$ cat config.mk
export PLATFORM = sky130hd
export DESIGN_NAME = deci_data_fifo
export DESIGN_NICKNAME = d
export VERILOG_FILES = /design/src/hw/i2s_rx_pkg.sv /design/src/hw/deci_data_fifo.sv
export SDC_FILE = /design/constraint.sdc
export NUM_CORES = 1
export LEC_CHECK = 0
export BUFFER_PORTS_ARGS = -buffer_cell sky130_fd_sc_hd__buf_2
export CAP_MARGIN = 15
export CORE_MARGIN = 4
export CORE_UTILIZATION = 60
export CTS_CLUSTER_DIAMETER = 60
export DETAILED_ROUTE_END_ITERATION = 12
export MAX_ROUTING_LAYER = met4
export PLACE_DENSITY = 0.78
export SLEW_MARGIN = 10
export SYNTH_ARGS = -nofsm -noshare
export SYNTH_HDL_FRONTEND = slang
export SYNTH_SLANG_ARGS = --single-unit
$ cat constraint.sdc
create_clock -name wbs_clk_i -period 6.7 [get_ports wbs_clk_i]
set_clock_uncertainty 0.05 [all_clocks]
set_input_delay 1.34 -clock wbs_clk_i [delete_from_list [all_inputs] [get_ports wbs_clk_i]]
set_output_delay 1.34 -clock wbs_clk_i [all_outputs]
set_load 0.05 [all_outputs]
$ cat src/hw/i2s_rx_pkg.sv
// I2S receiver shared definitions
// Register map, bus and sample widths, bit positions and reset values
package i2s_rx_pkg;

	// ----------------------------------------
	// Widths
	// ----------------------------------------
	// One I2S channel slot, also one stored sample
	localparam int SAMPLE_WIDTH   = 16;
	// Word address of the register space
	localparam int WB_ADR_WIDTH   = 10;
	localparam int WB_DAT_WIDTH   = 32;
	// 512-word pre-decimation RAM
	localparam int RAM_ADR_WIDTH  = 9;
	// Level field of the FIFO status word
	localparam int FIFO_LVL_WIDTH = 9;
	// Disconnect, connect, decimation done
	localparam int INTR_WIDTH     = 3;

	// ----------------------------------------
	// Register addresses
	// ----------------------------------------
	localparam logic [WB_ADR_WIDTH-1:0] ADR_I2S_EN    = 10'd0;
	localparam logic [WB_ADR_WIDTH-1:0] ADR_INTR_STS  = 10'd2;
	localparam logic [WB_ADR_WIDTH-1:0] ADR_INTR_EN   = 10'd3;
	localparam logic [WB_ADR_WIDTH-1:0] ADR_FIFO_STS  = 10'd4;
	localparam logic [WB_ADR_WIDTH-1:0] ADR_FIFO_DATA = 10'd5;
	localparam logic [WB_ADR_WIDTH-1:0] ADR_FIFO_RST  = 10'd7;
	localparam logic [WB_ADR_WIDTH-1:0] ADR_FIR_CTRL  = 10'd12;

	// Interrupt bit positions, same in status and enable
	localparam int INTR_DIS_BIT  = 0;
	localparam int INTR_CON_BIT  = 1;
	localparam int INTR_DONE_BIT = 2;

	// FIFO status flags
	localparam int FIFO_EMPTY_BIT = 16;
	localparam int FIFO_FULL_BIT  = 17;

	// Marker for reads of unmapped addresses
	localparam logic [WB_DAT_WIDTH-1:0] DEF_REG_VALUE  = 32'hDADDEFAC;
	localparam logic [INTR_WIDTH-1:0]   INTR_RST_VALUE = '0;

endpackage
$ cat src/hw/deci_data_fifo.sv
// Decimated data FIFO
// Holds FIR results until software pops them, head word always visible
`timescale 1ns/100ps

module deci_data_fifo #(
	parameter int DECI_FIFO_DEPTH = 16
) (
	input  logic                                  wbs_clk_i,
	input  logic                                  reset_i,
	input  logic                                  push_i,
	input  logic [i2s_rx_pkg::SAMPLE_WIDTH-1:0]   data_i,
	input  logic                                  pop_i,
	input  logic                                  flush_i,
	output logic [i2s_rx_pkg::SAMPLE_WIDTH-1:0]   rd_data_o,
	output logic [i2s_rx_pkg::FIFO_LVL_WIDTH-1:0] level_o,
	output logic                                  empty_o,
	output logic                                  full_o
);

	localparam int SW        = i2s_rx_pkg::SAMPLE_WIDTH;
	localparam int LW        = i2s_rx_pkg::FIFO_LVL_WIDTH;
	localparam int PTR_WIDTH = $clog2(DECI_FIFO_DEPTH);

	logic [SW-1:0]        mem [DECI_FIFO_DEPTH];
	logic [PTR_WIDTH-1:0] wr_ptr_q;
	logic [PTR_WIDTH-1:0] rd_ptr_q;
	logic [LW-1:0]        level_q;
	logic                 wr_en;
	logic                 rd_en;

	// Push while full is lost, no back-pressure to the decimator
	assign wr_en = push_i & ~full_o;
	assign rd_en = pop_i & ~empty_o;

	always_ff @(posedge wbs_clk_i) begin
		if (wr_en)
			mem[wr_ptr_q] <= data_i;
	end

	// ----------------------------------------
	// Pointers and level
	// ----------------------------------------
	always_ff @(posedge wbs_clk_i) begin
		if (reset_i || flush_i) begin
			wr_ptr_q <= '0;
			rd_ptr_q <= '0;
			level_q  <= '0;
		end else begin
			// Power-of-two depth, pointers wrap by width
			if (wr_en)
				wr_ptr_q <= wr_ptr_q + 1'b1;
			if (rd_en)
				rd_ptr_q <= rd_ptr_q + 1'b1;
			case ({wr_en, rd_en})
				2'b10:   level_q <= level_q + 1'b1;
				2'b01:   level_q <= level_q - 1'b1;
				default: level_q <= level_q;
			endcase
		end
	end

	// Head word, valid whenever not empty
	assign rd_data_o = mem[rd_ptr_q];
	assign level_o   = level_q;
	assign empty_o   = (level_q == '0);
	assign full_o    = (level_q == LW'(DECI_FIFO_DEPTH));

endmodule

# ---- Yosys cells after proc, flatten, opt, wreduce, memory -nomap -nowiden
# Memories as Yosys holds them, arrays and structs flattened. A register that Yosys moved wholly into a read port is not among the register bits.
# Index checks and enable logic that the tools add are counted.
# Widths: inputs -> output; s select.
dict set report word_totals {
  reg_bits 17
  mem_bits_rw 256
  inputBits 21
  n_memories 1
}
dict set report op_classes {
  addsub 4
  n_eq_ne 3
  n_mux 5
  n_bitwise 4
  n_reduce_logical 3
}
# name depth word_bits rd rd_ports_with_merged_regs wr line_no
set mem_list {}
lappend mem_list {mem 16 16 1 1 1 deci_data_fifo.sv:24} ;# logic [SW-1:0] mem [DECI_FIFO_DEPTH];
# op n
set op_table {}
lappend op_table {{$pmux 9 s2} 1}
lappend op_table {{$add 9x1->9 const B} 1}
lappend op_table {{$eq 9x5->1 const B} 1}
lappend op_table {{$logic_not 9->1} 1}
lappend op_table {{$sub 9x1->9 const B} 1}
lappend op_table {{$add 4x1->4 const B} 2}
lappend op_table {{$mux 4} 2}
lappend op_table {{$and 1x1->1} 2}
lappend op_table {{$eq 2x1->1 const B} 1}
lappend op_table {{$eq 2x2->1 const B} 1}
lappend op_table {{$mux 1} 2}
lappend op_table {{$not 1->1} 2}
lappend op_table {{$reduce_bool 2->1} 1}
lappend op_table {{$logic_or 1x1->1} 1}

# ---- Depth between registers and ports, before layout
# Gate-level depths: netlist (run 1).
dict set report logic_depth {
  ltp_word 5
  mapped_depth 16
}

# ---- Least setup slack after synthesis (run 1)
# No wires, ideal clock.
dict set report synth_path {
  kind {input -> register}
  startpoint {input push_i}
  endpoint {register level_q[8] (netlist: level_o[8])}
  arrival_time_ps 3683
  required_time_ps 6526
  path_slack_ps 2843
  cell_stages 14
  path_buffers 2
  cell_sequence {inv_1 -> a21oi_2 -> inv_1 -> ha_1 -> buf_2 -> buf_4 -> xor2_1 -> ha_1 -> or4_1 -> o21ai_0 -> nor4b_1 -> o21a_1 -> o21ai_0 -> o31ai_1}
}
dict set report synth_via {
  elab_chain_cells 3
  elab_cells_between_ends 5
}
# item line_no
set synth_lines {}
lappend synth_lines {{start, declared} deci_data_fifo.sv:10} ;# input logic push_i,
lappend synth_lines {{$and 1x1->1 (*)} deci_data_fifo.sv:32} ;# assign wr_en = push_i & ~full_o;
lappend synth_lines {{$eq 2x1->1 / $eq 2x2->1 (equally long branches)} deci_data_fifo.sv:54} ;# case ({wr_en, rd_en})
lappend synth_lines {{$pmux 9 s2 / $reduce_bool 2->1 (equally long branches)} -}
lappend synth_lines {{end signal, assigned} deci_data_fifo.sv:55} ;# 2'b10: level_q <= level_q + 1'b1;
lappend synth_lines {{end signal, assigned} deci_data_fifo.sv:56} ;# 2'b01: level_q <= level_q - 1'b1;
lappend synth_lines {{end signal, assigned} deci_data_fifo.sv:57} ;# default: level_q <= level_q;
lappend synth_lines {{end, declared} deci_data_fifo.sv:27} ;# logic [LW-1:0] level_q;
# Mark *: on every way between the ends. The rest lies on a longest branch, timed or not.
# A chain may end at the register's enable or synchronous reset.

==> results of run 1 <==
[cell usage in the layout, fill, tap and decap left out, types with 2 or more instances in the layout]
cell and instances:
clkinv_2 6, edfxtp_1 256, inv_1 5, mux2i_1 3
nand4_1 3, nand2b_1 5, o31ai_1 3, nand3_1 3
bufinv_16 2, a21o_1 2, nor3_1 5, nor2_2 12
buf_2 47, clkbuf_1 5, buf_4 19, clkbuf_16 29
xnor2_1 5, xor2_1 11, clkinvlp_4 2, nand2_1 13
and2_1 3, a31oi_1 4, nor2b_1 5, nor4_4 2
o21ai_0 8, a21oi_1 7, nor2_1 27, ha_1 9
nor3_2 4, o21a_1 4, dfxtp_1 19, a21oi_2 2
mux4_2 80, clkinv_1 4
[worst max-delay path: stages (launching register included)]
cell and delay (ns):
dfxtp_4 0.93, buf_4 0.49, mux4_2 0.58, mux4_2 0.48, buf_2 0.23
[final timing paths]
check / cells past startpoint / to / slack (ns)
setup reg to reg: 12 / level_o[8]$_SDFFE_PP0P_ / 2.66
setup / recovery: 4 / rd_data_o[11] / 2.02
hold / removal: 2 / level_o[8]$_SDFFE_PP0P_ / 0.49
hold reg to reg: 2 / level_o[8]$_SDFFE_PP0P_ / 0.49
[sequential cells by signal, summed over array words and instances, names as in the netlist, named ones only]
name and count:
level_o 9, mem 256, rd_ptr_q 4, wr_ptr_q 4
[per-layer routing]
metal,share of wire,global-route usage,up-vias
met3,0.065,0.0327,32
met1,0.39,0.314,2817
li1,-,-,2391
met4,0.018,0.0590,0
met5,0,-,-
met2,0.53,0.383,213
[power by group through the flow]
stage                     clock network [mW]  logic (mW)  registers, mW
after floorplan                            0       0.137           1.95
after global placement                     0       0.184           1.95
after detailed placement                   0       0.189           1.96
after CTS                               1.53       0.191           1.92
after global routing                    1.61       0.204           1.92
final                                   1.51       0.190           1.92
[layout make-up]
cell class / count / area, µm² / area share
sequential: 277 / 8110 / 0.645
multi-input combinational: 239 / 2890 / 0.229
clock buffer: 34 / 744 / 0.0592
timing repair buffer: 66 / 378 / 0.0300
tap: 229 / 287 / 0.0228
clock inverter: 17 / 154 / 0.0122
inverter: 5 / 18.8 / 0.00149
[logic make-up (layout without fill, tap and decap cells)]
group           Yosys count  in the layout  synth area share
mux                      83             83             0.165
buf+inv                  35            122            0.0143
compound gates           41             41            0.0259
simple gates             90             90            0.0418
flops                   277            277             0.730
fa+ha+maj                 9              9            0.0101
xor+xnor                 16             16            0.0126
[stage by stage]
stage          setup slack (ns)  area, µm²
2_1_floorplan              2.84      11100
3_3_place_gp               2.32      11700
3_5_place_dp               2.21      11700
4_1_cts                    1.87      12600
5_1_grt                    1.72      12600
6_report                   2.02      12600
==> results.sh, run 1 <==
export IMPL_min_path_type="reg -> reg"
export IMPL_powerDensity_nw_per_um2=287
export IMPL_post_route_period_util=0.699
export IMPL_antenna_found_initial=0
export IMPL_min_period_ns=4.68
export IMPL_setup_tns_ns=0
export IMPL_regToRegStartpoint="level_o[3]$_SDFFE_PP0P_"
export IMPL_routed_wl_um=22300
export IMPL_drt_initial_drc_count=451
export IMPL_pwr_share_seq=0.531
export IMPL_pin_count=48
export IMPL_synth_distinct_cells=48
export IMPL_die_w_um=144
export IMPL_via_count=5453
export IMPL_syn_nets=581
export IMPL_drv_cap=0
export IMPL_internal_power_mw=2.84
export IMPL_gr_total_overflow=0
export IMPL_postCtsHoldBufs=0
export IMPL_clk_latency_ns=0.54
export IMPL_yosysWarnings=0
export IMPL_rows=49
export IMPL_fill_cells=1063
export IMPL_rsz0062_at_grt="no"
export IMPL_die_height_um=144
export IMPL_post_cts_buffers=0
export IMPL_syn_area_um2=11100
export IMPL_h_tree_depth=1
export IMPL_drtAntennaViolNets=0
export IMPL_area_growth_pct=13.3
export IMPL_cp_max_fo=46
export IMPL_final_cells=867
export IMPL_wl_per_cell_um=25.7
export IMPL_cts_tree="done"
export IMPL_numPortBuffers=47
export IMPL_firstDrtPassIters=5
export IMPL_syn_area_per_cell_um2=20.2
export IMPL_finalSetupViolCount=0
export IMPL_synth_area_leaders="edfxtp_1, mux4_2, dfxtp_1"
export IMPL_hold_ws_ns=0.493
export IMPL_combPwrFrac=0.052
export IMPL_yosys_most_used_dff="edfxtp_1"
export IMPL_arrival_ns=3.29
export IMPL_grt_usage=0.233
export IMPL_synth_seq_cells=277
export IMPL_cts_clk_slew_worst_paths_ns=0.06
export IMPL_clock_power_share=0.417
export IMPL_cts_root_buf="clkbuf_16"
export IMPL_dp_cells=816
export IMPL_sw_frac_of_total=0.214
export IMPL_drv_slew=0
export IMPL_path_class="reg -> out"
export IMPL_synth_cells=551
export IMPL_maxSlewHeadroom=0.218
export IMPL_utilization=0.696
export IMPL_avgViaCountPerCell=6.29
export IMPL_ir_drop_mv=0.201
export IMPL_total_power_mw=3.61
export IMPL_die_area_um2=20700
export IMPL_grt_max_degree=47
export IMPL_drive_above_1_share=0.337
export IMPL_ys_top_cells_by_count="edfxtp_1, mux4_2, nor2_1"
export IMPL_yosysTopAreaCell="edfxtp_1"
export IMPL_start_kind="flip-flop"
export IMPL_finalHoldViolCount=0
export IMPL_place_gp_congestion=0.879
export IMPL_synthMostInstantiatedCell="edfxtp_1"
export IMPL_yosysSeqAreaShare=0.730
export IMPL_core_area_um2=18100
export IMPL_async_reset_ff_frac=0
export IMPL_num_antenna_cells=0
export IMPL_cp_end_kind="output pin"
export IMPL_nNetsFinal=647
export IMPL_clk_path_buf_depth=3
export IMPL_fmax_ghz=0.214
export IMPL_worst_pin_slew_ns=1.17
export IMPL_remaining_drc_errors=0
export IMPL_cts_made_buffers=28
export IMPL_place_hpwl_um=12200
export IMPL_synth_top_area_frac=0.692
export IMPL_cp_required_ns=5.31
export IMPL_grt_pass1_vias=5647
export IMPL_post_cts_resize_count=0
export IMPL_p_leak_nw=4.05
export IMPL_start_util=0.614
export IMPL_outcome="complete, no violations"
export IMPL_hold_start="level_o[8]$_SDFFE_PP0P_"
export IMPL_p_switching_mw=0.772
export IMPL_synth_enable_flop_cells=256
export IMPL_grt_pass1_wl_um=34400
export IMPL_clkSinkCount=277
Power figures use the tool's default switching activity.
==> inputs of run 2 (changes only) <==
Settings changed: CORE_UTILIZATION 60 to 55, PLACE_DENSITY 0.78 to 0.75.
Clock period 6.7 ns to 3.9 ns, I/O delays scaled along.
==> run 2 against run 1 <==
Effect of this change:
- sequential share of layout area decreased by 0.87 points
- die area increased by 8.6%
- clock power increased by 77%
- highest routed layer unchanged
- via count increased by 2.2%
- critical endpoint is now rd_data_o[3]
- first-iteration DRC count decreased by 3.5%
- final cell count increased by 5.3%
- hold slack got worse by 0.030 ns
- register-to-register slack got worse by 2.2 ns
==> results.sh, run 2 (synthesized netlist as in run 1, its figures left out) <==
export IMPL_die_w_um=150
export IMPL_cts_clk_slew_worst_paths_ns=0.06
export IMPL_maxSlewHeadroom=0.542
export IMPL_finalHoldViolCount=0
export IMPL_drive_above_1_share=0.346
export IMPL_die_area_um2=22500
export IMPL_largest_register="mem"
export IMPL_wl_per_cell_um=25.7
export IMPL_firstDrtPassIters=4
export IMPL_avgViaCountPerCell=6.10
export IMPL_numPortBuffers=47
export IMPL_fmax_ghz=0.277
export IMPL_grt_pass1_wl_um=36000
export IMPL_h_tree_depth=1
export IMPL_drv_slew=0
export IMPL_utilization=0.649
export IMPL_die_height_um=150
export IMPL_place_hpwl_um=13400
export IMPL_fin_ws_ns=0.292
export IMPL_area_growth_pct=14.9
export IMPL_worstPathCellList="buf_4, mux4_2, mux4_2, buf_2"
export IMPL_ir_drop_mv=0.286
export IMPL_clk_latency_ns=0.53
export IMPL_min_path_type="reg -> reg"
export IMPL_fin_area_um2=12800
export IMPL_post_route_period_util=0.925
export IMPL_post_cts_buffers=0
export IMPL_path_class="reg -> out"
export IMPL_nNetsFinal=656
export IMPL_clock_power_share=0.424
export IMPL_sw_frac_of_total=0.208
export IMPL_powerDensity_nw_per_um2=494
export IMPL_combPwrFrac=0.055
export IMPL_place_gp_congestion=0.872
export IMPL_place_area_um2=11800
export IMPL_p_leak_nw=4.12
export IMPL_cp_max_fo=17
export IMPL_p_switching_mw=1.31
export IMPL_routed_wl_um=23400
export IMPL_grt_usage=0.223
export IMPL_crit_slowest_cell="dfxtp_4"
export IMPL_cp_end_kind="output pin"
export IMPL_final_common_cell="edfxtp_1"
export IMPL_place_ws_ns=0.548
export IMPL_remaining_drc_errors=0
export IMPL_clkSinkCount=277
export IMPL_drv_cap=0
export IMPL_finalSetupViolCount=0
export IMPL_pwr_share_seq=0.521
export IMPL_cts_root_buf="clkbuf_16"
export IMPL_slowest_delay_ns=0.58
export IMPL_start_util=0.565
export IMPL_pin_count=48
export IMPL_internal_power_mw=4.99
export IMPL_via_count=5572
export IMPL_cts_tree="done"
export IMPL_rows=51
export IMPL_cp_required_ns=3.07
export IMPL_start_kind="flip-flop"
export IMPL_worst_pin_slew_ns=0.687
export IMPL_largest_register_ffs=256
export IMPL_grt_pass1_vias=5846
export IMPL_min_period_ns=3.61
export IMPL_setup_tns_ns=0
export IMPL_mostFrequentLayoutCells="edfxtp_1, mux4_2, buf_2"
export IMPL_grt_max_degree=65
export IMPL_gr_total_overflow=0
export IMPL_total_power_mw=6.30
export IMPL_cts_made_buffers=28
export IMPL_antenna_found_initial=1
export IMPL_drtAntennaViolNets=0
export IMPL_outcome="complete, no violations"
export IMPL_rsz0062_at_grt="no"
export IMPL_core_area_um2=19700
export IMPL_postCtsHoldBufs=0
export IMPL_drt_initial_drc_count=435
export IMPL_clk_path_buf_depth=3
export IMPL_post_cts_resize_count=0
export IMPL_arrival_ns=2.78
export IMPL_crit_top_cell="mux4_2"
## run 2: cell count changes in the layout (fill, tap and decap cells not counted), sizes merged
cell,change
buf,+9
clkinv,-6
clkbuf,+5
bufinv,+1
clkinvlp,-1
diode,+1
inv,+1
## run 2: worst max-delay path: cells and delay by family (launching register included)
kind / cells / cell delay [ns]
buf+inv: 2 / 0.61
mux: 2 / 1.04
flops: 1 / 0.58
## run 2: path summary, 6_finish.rpt
path | from | endpoint | slack (ns) | depth (start not counted)
setup / recovery | flip-flop | rd_data_o[3] | 0.29 | 4
setup reg to reg | level_o[0]$_SDFFE_PP0P_ | level_o[8]$_SDFFE_PP0P_ | 0.51 | 12
hold reg to reg | rd_ptr_q[3]$_SDFFE_PP0P_ | flip-flop | 0.46 | 2
hold / removal | rd_ptr_q[3]$_SDFFE_PP0P_ | flip-flop | 0.46 | 2
## run 2: power groups by stage
stage | Combinational, mW | Sequential, mW | Clock, mW
2_1_floorplan | 0.236 | 3.35 | 0
3_3_place_gp | 0.339 | 3.35 | 0
3_5_place_dp | 0.347 | 3.35 | 0
4_1_cts | 0.350 | 3.28 | 2.71
5_1_grt | 0.373 | 3.28 | 2.85
6_report | 0.348 | 3.28 | 2.67
## run 2: metal layers
layer / GRT usage / up-vias / share of wire
met1: 0.296 / 2917 / 0.39
met2: 0.367 / 216 / 0.53
met4: 0.0508 / 0 / 0.016
met3: 0.0394 / 27 / 0.069
li1: - / 2412 / -
met5: - / - / 0
## run 2: area by class of cell
class                           count  area, µm²
Clock inverter                     12        146
Inverter                            5       18.8
Timing Repair Buffer               75        470
Clock buffer                       39        783
Multi-Input combinational cell    239       2890
Tap cell                          265        332
Antenna cell                        1       2.50
Fill cell                        1346       6900
Sequential cell                   277       8110
## run 2: metrics by stage
step / std cells / hold slack, ns
2_1_floorplan: 551 / 0.422
3_3_place_gp: 861 / 0.447
3_5_place_dp: 861 / 0.458
4_1_cts: 912 / 0.471
5_1_grt: 913 / 0.502
6_report: 913 / 0.462
==> inputs of run 3 (changes only) <==
Settings changed: CORE_UTILIZATION 55 to 57, CTS_BUF_LIST set to sky130_fd_sc_hd__clkbuf_8, PLACE_DENSITY 0.75 to 0.78.
==> run 3 against run 2 <==
Effect of this change:
- critical path depth stayed put
- clock-buffer cell count is 4 higher
- hold slack worse by 0.0053 ns
- critical endpoint is now rd_data_o[15]
- largest power group unchanged
- sequential cell count stayed put
==> results.sh, run 3 (synthesized netlist as in run 1, its figures left out) <==
export IMPL_path_buf_inv=2
export IMPL_grt_max_degree=33
export IMPL_crit_slowest_cell="dfxtp_4"
export IMPL_regToRegStartpoint="level_o[1]$_SDFFE_PP0P_"
export IMPL_avgViaCountPerCell=6.05
export IMPL_drive_above_1_share=0.344
export IMPL_largest_register_ffs=256
export IMPL_worst_pin_slew_ns=0.791
export IMPL_place_area_um2=11800
export IMPL_cts_root_buf="clkbuf_8"
export IMPL_fmax_ghz=0.281
export IMPL_cp_max_fo=30
export IMPL_gr_total_overflow=0
export IMPL_outcome="complete, no violations"
export IMPL_place_gp_congestion=0.876
export IMPL_slowest_delay_ns=0.58
export IMPL_arrival_ns=2.73
export IMPL_grt_pass1_vias=5977
export IMPL_reg2reg_slack_ns=0.47
export IMPL_dp_cells=858
export IMPL_start_kind="flip-flop"
export IMPL_drt_initial_drc_count=453
export IMPL_core_area_um2=19000
export IMPL_grt_pass1_wl_um=34600
export IMPL_via_count=5624
export IMPL_die_area_um2=21800
export IMPL_cts_tree="done"
export IMPL_post_cts_resize_count=0
export IMPL_h_tree_depth=2
export IMPL_rsz0062_at_grt="no"
export IMPL_r2r_end="level_o[6]$_SDFFE_PP0P_"
export IMPL_grt_usage=0.218
export IMPL_drv_slew=0
export IMPL_firstDrtPassIters=5
export IMPL_fill_cells=1214
export IMPL_nNetsFinal=672
export IMPL_utilization=0.662
export IMPL_cp_depth=4
export IMPL_setup_tns_ns=0
export IMPL_postCtsHoldBufs=0
export IMPL_mostFrequentLayoutCells="edfxtp_1, mux4_2, buf_2"
export IMPL_num_antenna_cells=0
export IMPL_cts_clk_slew_worst_paths_ns=0.06
export IMPL_min_period_ns=3.56
export IMPL_ir_drop_mv=0.281
export IMPL_die_height_um=148
export IMPL_maxSlewHeadroom=0.472
export IMPL_clk_latency_ns=0.52
export IMPL_antenna_found_initial=0
export IMPL_crit_top_cell="mux4_2"
export IMPL_die_w_um=148
export IMPL_drtAntennaViolNets=0
export IMPL_p_leak_nw=4.10
export IMPL_pin_count=48
export IMPL_start_util=0.586
export IMPL_total_power_mw=5.65
export IMPL_min_path_type="reg -> reg"
export IMPL_fin_area_um2=12500
export IMPL_routed_wl_um=22000
export IMPL_place_hpwl_um=13300
export IMPL_rows=50
export IMPL_wl_per_cell_um=23.7
export IMPL_cp_end_kind="output pin"
export IMPL_drv_cap=0
export IMPL_final_cells=929
export IMPL_powerDensity_nw_per_um2=450
export IMPL_post_route_period_util=0.912
export IMPL_cp_required_ns=3.07
export IMPL_finalSetupViolCount=0
export IMPL_path_class="reg -> out"
export IMPL_final_common_cell="edfxtp_1"
export IMPL_finalHoldViolCount=0
export IMPL_post_cts_buffers=0
export IMPL_clk_path_buf_depth=3
export IMPL_worstPathCellList="buf_12, mux4_2, mux4_2, buf_2"
export IMPL_crit_end="rd_data_o[15]"
export IMPL_remaining_drc_errors=0
export IMPL_crit_family="multiplexers"
export IMPL_clkSinkCount=277
export IMPL_area_growth_pct=13.0
export IMPL_numPortBuffers=47
export IMPL_rr_worst_depth=13
export IMPL_largest_register="mem"
export IMPL_cts_made_buffers=42
run 3: changes by cell type in the layout (fill, tap and decap cells not counted), moves of 3 or more:
| cell | previous run | this run |
|---|---|---|
| clkbuf_8 | 2 | 43 |
| clkbuf_16 | 29 | 0 |
| inv_1 | 5 | 21 |
| clkbuf_1 | 8 | 0 |
| clkinv_1 | 1 | 9 |
| bufinv_16 | 3 | 0 |
| clkinv_2 | 5 | 2 |
run 3: layer usage:
metal  global-route usage  part of all wire
met1                0.276              0.39
met2                0.370              0.53
met3               0.0423             0.064
met4               0.0568             0.019
met5                    -                 0
run 3: power breakdown:
part	internal (mW)	switching (mW)	leakage, nW
sequential	3.27	0.0194	2.48
combinational	0.128	0.218	1.19
clock	1.02	1.00	0.421
run 3: worst register-to-register path: cells and delay by family, from the launching register on:
family          cells  cell delay (ns)
simple gates        4             1.13
compound gates      5             0.71
fa+ha+maj           2             0.61
flops               1             0.44
xor+xnor            1             0.22
buf+inv             1             0.16
run 3: cell type report:
type	count	area, µm²	share of cell area
Clock inverter	28	113	0.00898
Inverter	5	18.8	0.00150
Multi-Input combinational cell	239	2890	0.230
Clock buffer	43	592	0.0472
Timing Repair Buffer	77	498	0.0397
Sequential cell	277	8110	0.647
Tap cell	260	325	0.0259
run 3: worst min path at each step:
stage | slack, ns | end | startpoint | cells past startpoint
finish | 0.46 | rd_ptr_q[3]$_SDFFE_PP0P_ | rd_ptr_q[3]$_SDFFE_PP0P_ | 2
global route | 0.52 | level_o[8]$_SDFFE_PP0P_ | level_o[8]$_SDFFE_PP0P_ | 2
CTS | 0.46 | rd_ptr_q[3]$_SDFFE_PP0P_ | rd_ptr_q[3]$_SDFFE_PP0P_ | 2
detailed placement | 0.44 | rd_ptr_q[3]$_SDFFE_PP0P_ | rd_ptr_q[3]$_SDFFE_PP0P_ | 2
global placement | 0.44 | rd_ptr_q[3]$_SDFFE_PP0P_ | rd_ptr_q[3]$_SDFFE_PP0P_ | 2
floorplan | 0.42 | flip-flop | rd_ptr_q[3]$_SDFFE_PP0P_ | 2
run 3: through the flow:
stage	hold WS (ns)	setup slack, ns
finish	0.457	0.344
detailed placement	0.444	0.500
global placement	0.443	0.579
floorplan	0.422	0.201
CTS	0.459	0.281
global route	0.516	0.193
